<file path="src/common/mmc3_params.svh">
// ####################################################################
// MMC3 mapper constants for fixed PRG banks, memory bases and the
// A12 edge filter
// ####################################################################

`ifndef MMC3_PARAMS_SVH
`define MMC3_PARAMS_SVH

// Fixed 8 KB PRG windows
`define MMC3_PRG_LAST_BANK   6'b111111    // Always mapped at $E000
`define MMC3_PRG_SECOND_LAST 6'b111110    // $C000 in mode 0, $8000 in mode 1

// Region bases in the 22 bit cartridge memory map
`define MMC3_PRG_RAM_BASE    9'b111100000 // 8 KB PRG RAM block
`define MMC3_CHR_ROM_BASE    4'b1000      // CHR ROM/RAM block

// Number of ce cycles A12 must stay low before the next rise counts.
// Long enough to ignore the sprite fetch wobble within one scanline.
`define MMC3_A12_FILTER      4'd15

`endif

</file>
<file path="src/common/mmc3_pkg.sv">
// ####################################################################
// MMC3 mapper types for the CPU and PPU buses, banks and IRQ counter
// ####################################################################

package mmc3_pkg;

	// CPU side
	typedef logic [15:0] cpu_addr_t;     // Full 6502 address
	typedef logic [7:0]  cpu_data_t;     // Data byte on writes

	// PPU side
	typedef logic [13:0] ppu_addr_t;     // 16 KB PPU space

	// Translated address into cartridge ROM/RAM
	typedef logic [21:0] mem_addr_t;     // Up to 4 MB

	// Bank numbers
	typedef logic [5:0]  prg_bank_t;     // 8 KB units, 512 KB max
	typedef logic [7:0]  chr_bank_t;     // 1 KB units, 256 KB max

	// CHR bank registers R0..R5.
	// R0 and R1 select 2 KB pages and hold the bank already halved.
	typedef chr_bank_t [5:0] chr_bank_set_t;

	// Scanline counter and its reload latch
	typedef logic [7:0]  irq_count_t;

endpackage

</file>
<file path="src/hw/mmc3_addr_map.sv">
// ####################################################################
// MMC3 address translation for PRG ROM, PRG RAM and CHR, plus the
// nametable A10 and CIRAM enable
// ####################################################################

`timescale 1ns/1ps

`include "mmc3_params.svh"

module mmc3_addr_map import mmc3_pkg::*; (
	input  cpu_addr_t     prg_addr_i,
	input  logic          prg_write_i,
	input  ppu_addr_t     chr_addr_i,
	input  logic          chr_is_ram_i,  // Board strap
	input  prg_bank_t     prg_bank0_i,
	input  prg_bank_t     prg_bank1_i,
	input  chr_bank_set_t chr_banks_i,
	input  logic          prg_mode_i,
	input  logic          chr_invert_i,
	input  logic          mirroring_i,
	input  logic          ram_enable_i,
	input  logic          ram_protect_i,
	output mem_addr_t     prg_addr_o,
	output logic          prg_allow_o,
	output mem_addr_t     chr_addr_o,
	output logic          chr_allow_o,
	output logic          vram_a10_o,
	output logic          vram_ce_o
);

	prg_bank_t prg_sel;                  // 8 KB bank for this CPU window
	chr_bank_t chr_sel;                  // 1 KB bank for this PPU window
	logic      prg_is_ram;               // CPU access hits PRG RAM
	logic      chr_half;                 // 1 selects the R2..R5 half

	// PRG window select
	always_comb begin
		case ({prg_addr_i[14:13], prg_mode_i})
			3'b00_0: prg_sel = prg_bank0_i;              // $8000 R6
			3'b00_1: prg_sel = `MMC3_PRG_SECOND_LAST;    // $8000 fixed
			3'b01_0,
			3'b01_1: prg_sel = prg_bank1_i;              // $A000 R7 in both modes
			3'b10_0: prg_sel = `MMC3_PRG_SECOND_LAST;    // $C000 fixed
			3'b10_1: prg_sel = prg_bank0_i;              // $C000 R6
			default: prg_sel = `MMC3_PRG_LAST_BANK;      // $E000 always last
		endcase
	end

	// $6000-$7FFF, writes refused under protect
	assign prg_is_ram = (prg_addr_i[15:13] == 3'b011) && ram_enable_i
	                    && !(ram_protect_i && prg_write_i);

	assign prg_addr_o = prg_is_ram ? {`MMC3_PRG_RAM_BASE, prg_addr_i[12:0]}
	                               : {3'b000, prg_sel, prg_addr_i[12:0]};

	// ROM is read only
	assign prg_allow_o = (prg_addr_i[15] && !prg_write_i) || prg_is_ram;

	// CHR window select
	assign chr_half = chr_addr_i[12] ^ chr_invert_i;

	always_comb begin
		case ({chr_half, chr_addr_i[11:10]})
			3'b0_00,
			3'b0_01: chr_sel = {chr_banks_i[0][6:0], chr_addr_i[10]}; // 2 KB via R0
			3'b0_10,
			3'b0_11: chr_sel = {chr_banks_i[1][6:0], chr_addr_i[10]}; // 2 KB via R1
			3'b1_00: chr_sel = chr_banks_i[2];
			3'b1_01: chr_sel = chr_banks_i[3];
			3'b1_10: chr_sel = chr_banks_i[4];
			default: chr_sel = chr_banks_i[5];
		endcase
	end

	assign chr_addr_o  = {`MMC3_CHR_ROM_BASE, chr_sel, chr_addr_i[9:0]};
	assign chr_allow_o = chr_is_ram_i;   // Writes only reach CHR RAM

	// Nametables
	assign vram_a10_o = mirroring_i ? chr_addr_i[10] : chr_addr_i[11]; // Vertical or horizontal
	assign vram_ce_o  = chr_addr_i[13];  // $2000 and up go to CIRAM

endmodule

</file>
<file path="src/hw/mmc3_mapper.sv">
// ####################################################################
// MMC3 mapper top, register port, address map and scanline IRQ
// ####################################################################

`timescale 1ns/1ps

module mmc3_mapper import mmc3_pkg::*; (
	input  logic      clk,
	input  logic      rst_i,
	input  logic      ce_i,              // CPU M2
	input  cpu_addr_t prg_addr_i,
	input  logic      prg_write_i,
	input  cpu_data_t prg_data_i,
	input  ppu_addr_t chr_addr_i,
	input  logic      chr_is_ram_i,
	output mem_addr_t prg_addr_o,
	output logic      prg_allow_o,
	output mem_addr_t chr_addr_o,
	output logic      chr_allow_o,
	output logic      vram_a10_o,
	output logic      vram_ce_o,
	output logic      irq_o
);

	prg_bank_t     prg_bank0;
	prg_bank_t     prg_bank1;
	chr_bank_set_t chr_banks;
	logic          prg_mode;
	logic          chr_invert;
	logic          mirroring;
	logic          ram_enable;
	logic          ram_protect;
	irq_count_t    irq_latch;
	logic          irq_enable;
	logic          irq_reload;

	mmc3_regs u_regs (
		.clk           (clk),
		.rst_i         (rst_i),
		.ce_i          (ce_i),
		.prg_addr_i    (prg_addr_i),
		.prg_write_i   (prg_write_i),
		.prg_data_i    (prg_data_i),
		.prg_bank0_o   (prg_bank0),
		.prg_bank1_o   (prg_bank1),
		.chr_banks_o   (chr_banks),
		.prg_mode_o    (prg_mode),
		.chr_invert_o  (chr_invert),
		.mirroring_o   (mirroring),
		.ram_enable_o  (ram_enable),
		.ram_protect_o (ram_protect),
		.irq_latch_o   (irq_latch),
		.irq_enable_o  (irq_enable),
		.irq_reload_o  (irq_reload)
	);

	mmc3_addr_map u_addr_map (
		.prg_addr_i    (prg_addr_i),
		.prg_write_i   (prg_write_i),
		.chr_addr_i    (chr_addr_i),
		.chr_is_ram_i  (chr_is_ram_i),
		.prg_bank0_i   (prg_bank0),
		.prg_bank1_i   (prg_bank1),
		.chr_banks_i   (chr_banks),
		.prg_mode_i    (prg_mode),
		.chr_invert_i  (chr_invert),
		.mirroring_i   (mirroring),
		.ram_enable_i  (ram_enable),
		.ram_protect_i (ram_protect),
		.prg_addr_o    (prg_addr_o),
		.prg_allow_o   (prg_allow_o),
		.chr_addr_o    (chr_addr_o),
		.chr_allow_o   (chr_allow_o),
		.vram_a10_o    (vram_a10_o),
		.vram_ce_o     (vram_ce_o)
	);

	mmc3_scanline_irq u_scanline_irq (
		.clk           (clk),
		.rst_i         (rst_i),
		.ce_i          (ce_i),
		.chr_a12_i     (chr_addr_i[12]), // Counter watches raw PPU A12
		.irq_latch_i   (irq_latch),
		.irq_enable_i  (irq_enable),
		.irq_reload_i  (irq_reload),
		.irq_o         (irq_o)
	);

endmodule

</file>
<file path="src/hw/mmc3_regs.sv">
// ####################################################################
// MMC3 CPU register port, decodes writes to $8000-$FFFF into bank,
// mode, mirroring, PRG RAM and IRQ control registers
// ####################################################################

`timescale 1ns/1ps

module mmc3_regs import mmc3_pkg::*; (
	input  logic          clk,
	input  logic          rst_i,
	input  logic          ce_i,          // M2 strobe
	input  cpu_addr_t     prg_addr_i,
	input  logic          prg_write_i,
	input  cpu_data_t     prg_data_i,
	output prg_bank_t     prg_bank0_o,   // R6
	output prg_bank_t     prg_bank1_o,   // R7
	output chr_bank_set_t chr_banks_o,   // R0..R5
	output logic          prg_mode_o,    // Swaps $8000 and $C000
	output logic          chr_invert_o,  // Swaps the two CHR halves
	output logic          mirroring_o,   // 1 = vertical
	output logic          ram_enable_o,
	output logic          ram_protect_o,
	output irq_count_t    irq_latch_o,
	output logic          irq_enable_o,
	output logic          irq_reload_o   // One clk pulse
);

	logic [2:0] bank_sel;                // Target of next bank data write
	logic       wr_hit;                  // Qualified write into $8000-$FFFF
	logic [2:0] reg_idx;                 // A14, A13, A0

	assign wr_hit  = ce_i & prg_write_i & prg_addr_i[15];
	assign reg_idx = {prg_addr_i[14:13], prg_addr_i[0]};

	always_ff @(posedge clk) begin
		irq_reload_o <= 1'b0;            // Pulse unless set below
		if (rst_i) begin
			bank_sel      <= 3'd0;
			prg_bank0_o   <= '0;
			prg_bank1_o   <= '0;
			chr_banks_o   <= '0;
			prg_mode_o    <= 1'b0;
			chr_invert_o  <= 1'b0;
			mirroring_o   <= 1'b0;
			ram_enable_o  <= 1'b0;
			ram_protect_o <= 1'b0;
			irq_latch_o   <= '0;
			irq_enable_o  <= 1'b0;
		end else if (wr_hit) begin
			case (reg_idx)
				3'b000: begin                               // $8000 bank select
					chr_invert_o <= prg_data_i[7];
					prg_mode_o   <= prg_data_i[6];
					bank_sel     <= prg_data_i[2:0];
				end
				3'b001: begin                               // $8001 bank data
					case (bank_sel)
						3'd0: chr_banks_o[0] <= {1'b0, prg_data_i[7:1]}; // 2 KB page
						3'd1: chr_banks_o[1] <= {1'b0, prg_data_i[7:1]}; // 2 KB page
						3'd2: chr_banks_o[2] <= prg_data_i;
						3'd3: chr_banks_o[3] <= prg_data_i;
						3'd4: chr_banks_o[4] <= prg_data_i;
						3'd5: chr_banks_o[5] <= prg_data_i;
						3'd6: prg_bank0_o    <= prg_data_i[5:0];
						3'd7: prg_bank1_o    <= prg_data_i[5:0];
						default: ;
					endcase
				end
				3'b010: mirroring_o <= ~prg_data_i[0];       // $A000, data 0 is vertical
				3'b011: begin                               // $A001 RAM control
					ram_enable_o  <= prg_data_i[7];
					ram_protect_o <= prg_data_i[6];
				end
				3'b100: irq_latch_o  <= prg_data_i;          // $C000
				3'b101: irq_reload_o <= 1'b1;                // $C001, data ignored
				3'b110: irq_enable_o <= 1'b0;                // $E000 also acks
				3'b111: irq_enable_o <= 1'b1;                // $E001
				default: ;
			endcase
		end
	end

endmodule

</file>
<file path="src/hw/mmc3_scanline_irq.sv">
// ####################################################################
// MMC3 scanline IRQ, filtered A12 rise clocks an 8 bit down-counter
// ####################################################################

`timescale 1ns/1ps

`include "mmc3_params.svh"

module mmc3_scanline_irq import mmc3_pkg::*; (
	input  logic       clk,
	input  logic       rst_i,
	input  logic       ce_i,
	input  logic       chr_a12_i,        // PPU A12
	input  irq_count_t irq_latch_i,
	input  logic       irq_enable_i,
	input  logic       irq_reload_i,     // One clk pulse from $C001
	output logic       irq_o
);

	logic [3:0] filt_cnt;                // Low time since A12 fell
	irq_count_t counter;
	irq_count_t next_count;
	logic       reload_pend;             // Set by $C001 until next edge
	logic       a12_edge;

	assign a12_edge   = ce_i && chr_a12_i && (filt_cnt == 4'd0);
	assign next_count = (counter == '0 || reload_pend) ? irq_latch_i : counter - 8'd1;

	always_ff @(posedge clk) begin
		if (rst_i) begin
			filt_cnt    <= 4'd0;
			counter     <= '0;
			reload_pend <= 1'b0;
			irq_o       <= 1'b0;
		end else begin
			if (ce_i) begin
				if (chr_a12_i)
					filt_cnt <= `MMC3_A12_FILTER;  // Hold off while high
				else if (filt_cnt != 4'd0)
					filt_cnt <= filt_cnt - 4'd1;
			end
			if (a12_edge) begin
				counter     <= next_count;
				reload_pend <= 1'b0;
				if (next_count == '0 && irq_enable_i)
					irq_o <= 1'b1;               // Normal behaviour, fires at zero each time
			end
			// The pulse may land on a low ce cycle, so catch it on any clk
			if (irq_reload_i)
				reload_pend <= 1'b1;
			if (!irq_enable_i)
				irq_o <= 1'b0;                   // Disable acks
		end
	end

endmodule

</file>
<file path="config.mk">
export PLATFORM = sky130hd
export DESIGN_NAME = mmc3_mapper
export DESIGN_NICKNAME = d
export VERILOG_FILES = /design/src/common/mmc3_pkg.sv /design/src/hw/mmc3_addr_map.sv /design/src/hw/mmc3_mapper.sv /design/src/hw/mmc3_regs.sv /design/src/hw/mmc3_scanline_irq.sv
export VERILOG_INCLUDE_DIRS = /design/src /design/src/common
export SDC_FILE = /design/constraint.sdc
export NUM_CORES = 1
export LEC_CHECK = 0
export ABC_AREA = 1
export BUFFER_PORTS_ARGS = -buffer_cell sky130_fd_sc_hd__buf_4
export CAP_MARGIN = 10
export CORE_MARGIN = 3
export CORE_UTILIZATION = 25
export CTS_CLUSTER_DIAMETER = 100
export CTS_CLUSTER_SIZE = 40
export DETAILED_ROUTE_END_ITERATION = 7
export GPL_TIMING_DRIVEN = 1
export SYNTH_ARGS = -nofsm -noshare
export SYNTH_HDL_FRONTEND = slang
export SYNTH_SLANG_ARGS = --single-unit
</file>
<file path="constraint.sdc">
create_clock -name clk -period 1.5 [get_ports clk]
set_input_delay 0.075 -clock clk [delete_from_list [all_inputs] [get_ports clk]]
set_output_delay 0.075 -clock clk [all_outputs]
set_load 0.02 [all_outputs]
</file>
==> metrics.yaml <==
power_density_nw_per_um2: 1040
drt_iter0_drc: 214
core_sq_um: 17400
grt_max_degree: 75
syn_area_per_cell_sq_um: 6.99
synth_area_leader_cell: "dfxtp_1"
viasPerCell: 4.46
cp_max_fo: 4
grtUsageTotal_pct: 12.8
grt_overflow_total: 0
synth_common_cells: "dfxtp_1 (90), nor2_1 (87), nand2_1 (86), o21ai_0 (86), inv_1 (72)"
cts_buffers: 9
cap_violations: 0
yosysTopAreaCellShare_pct: 40.6
synth_most_common_cell: "dfxtp_1"
start_util_pct: 25.5
first_global_vias: 3905
dieArea_sq_um: 19400
timing.final.ws_setup_ns: -0.295
synth_area_leaders: "dfxtp_1 (41%), o21ai_0 (9.7%), nor2_1 (7.4%), nand2_1 (7.3%), a21oi_1 (6.3%)"
clock_path_buffers: 2
clock_sinks: 90
critPathCaptureType: "output pin"
power_mw: 5.82
grt_pass1_wl_mm: 19.8
crit_required_ns: 1.42
critPathLaunchType: "flip-flop"
ys.warnings.count: 0
fmax_mhz: 557
rsz0062_at_grt: "true"
holdWs_ns: 0.0503
crit_arrival_ns: 1.72
maxSlewViolCount: 0
antenna_left: 0
drt_wl_total_mm: 12.1
synth-seq-cells: 90
setup_viol: 13
fin_tns_setup_ns: -2.33
final_nets: 700
wl_per_cell_um: 13.8
min_period_over_period_pct: 120
drive_gt1_share_pct: 26.1
skew_ns: 0.00442
met1_length_mm: 6.01
slew_headroom_pct: 65.1
clk_pin_slew_ns: 0.06
port_buffers: 39
n_antenna_cell: 0
worstSetupPathType: "flip-flop to output pin"
top_layer: "met4"
final.min_clock_period_ns: 1.80
async_flop_share_pct: 0
io_pins: 92
slowest_delay_ns: 0.35
synth_cells: 634
die_h_um: 139
synth-edff-count: 0
critPathTopFamily: "compound AO/OA/AOI/OAI gates"
worstPathCellList: "xnor2_4 > nor2_4 > buf_4 > a22o_1 > a21oi_2 > buf_4"
cts_tree: "yes"
first_pass_iters: 4
hold_viol: 0
worst_hold_path_type: "input port to flip-flop"
ys_types: 37
drc: 0
place_congestion: 0.854
fp.dieW_um: 139
cts_root_buf: "clkbuf_16"
violations: "negative setup slack"
worst_pin_slew_ns: 0.519
vias: 3933
cpMostUsedCell: "buf_4"
p_leak_nw: 2.26
syn_area_sq_um: 4430
dr_wl_met3_um: 463
std_cell_rows: 48
irDropWorstVdd_v: 0.000436
antenna_found_initial: 0
dp_slack_ns: -0.123
dpl.hpwl_mm: 8.36
clock_latency_ns: 0.35
wl_met2_mm: 5.46
crit_buf_inv: 2
h-tree-depth: 3
syn_to_final_growth_pct: 25.6
status: "finished, violations left"
synth-main-ff-cell: "dfxtp_1"
ys_seq_area_share_pct: 40.6
crit_slowest_cell: "dfxtp_2"
==> layout make-up <==
cell class              count  area [sq um]
clock buffers               9           225
repair buffers             61           532
fillers                  1840         11800
inverters                  83           319
well taps                 225           282
flip-flops and latches     90          1810
clock inverters             5          81.3
multi-input cells         408          2320
==> worst reg2reg max path: cells and delay by family (launching register included) <==
kind	cells	cell delay [ns]
AND/OR/NAND/NOR	5	0.42
adder cells (fa/ha/maj)	1	0.15
AO/OA/AOI/OAI	2	0.34
flip-flops	1	0.32
buffers and inverters	2	0.17
==> cell families (layout without fill, tap and decap cells) <==
group	Yosys count	after routing	share of synthesized area, %
adders and majority gates	4	4	1.13
AOI/OAI and AO/OA	168	168	20.1
xor gates and xnor gates	4	4	0.790
DFF	90	90	40.6
other	2	4	0.169
buffers and inverters	138	158	15.0
and+or+nand+nor	228	228	22.1
==> path summary, 6_finish.rpt <==
path / to / cells past startpoint / slack, ns / from
max: chr_addr_o[10] / 6 / -0.30 / u_regs.chr_invert_o
min: u_regs.irq_latch_o[7] / 3 / 0.05 / prg_data_i[7]
max reg2reg: u_scanline_irq.irq_o / 10 / 0.04 / u_scanline_irq.counter[0]
min reg2reg: u_scanline_irq.reload_pend / 2 / 0.45 / u_regs.irq_reload_o
==> where the power goes <==
group          internal (mW)  total (mW)  switching (mW)
Clock                   1.44        2.40           0.961
Combinational          0.359       0.953           0.595
Sequential              2.43        2.46          0.0313
==> per-layer routing <==
metal	up-vias	GRT usage, %
met3	12	3.31
met2	64	19.5
met5	-	0
met4	0	5.15
li1	2061	-
met1	1796	17.3
==> placed cells by master, fill, tap and decap left out, types with 3 or more instances in the layout <==
cell	count
nand3_1	24
nor2_2	13
conb_1	4
inv_1	65
a21oi_2	4
o21ai_0	80
dfxtp_2	5
o22ai_2	3
inv_2	15
clkbuf_16	9
o22ai_4	4
dfxtp_1	84
nor2_4	4
a21oi_1	53
nand3_2	9
o21ai_1	8
buf_4	43
a31oi_1	3
nor3_2	4
nand2_4	7
nand2_1	66
o22ai_1	5
nand2_2	16
nor2_1	77
buf_6	15
==> sequential cells by signal (all words and copies together) (netlist names), 3 cells and up <==
| register | flops |
|---|---|
| u_scanline_irq.filt_cnt | 4 |
| u_regs.prg_bank0_o | 6 |
| u_scanline_irq.counter | 8 |
| u_regs.prg_bank1_o | 6 |
| u_regs.chr_banks_o | 46 |
| u_regs.bank_sel | 3 |
| u_regs.irq_latch_o | 8 |
==> what timing repair did <==
action                                 in CTS  in global routing
pin swaps                                  12                 20
endpoints found under the hold margin       2                  0
buffers inserted                            4                  2
hold buffers                                2                  0
setup endpoints to repair                  15                 51
resized for setup                          54                 58
==> stage by stage <==
step                      util [%]  cell area (sq um)  std cells
final                         32.1               5570        881
after detailed placement      27.6               4790        860
after floorplan                  -               4440        636
after global routing          32.1               5570        881
after CTS                     30.9               5370        880
after global placement        27.6               4790        860
Note: power is estimated with default switching activity, not from simulation.
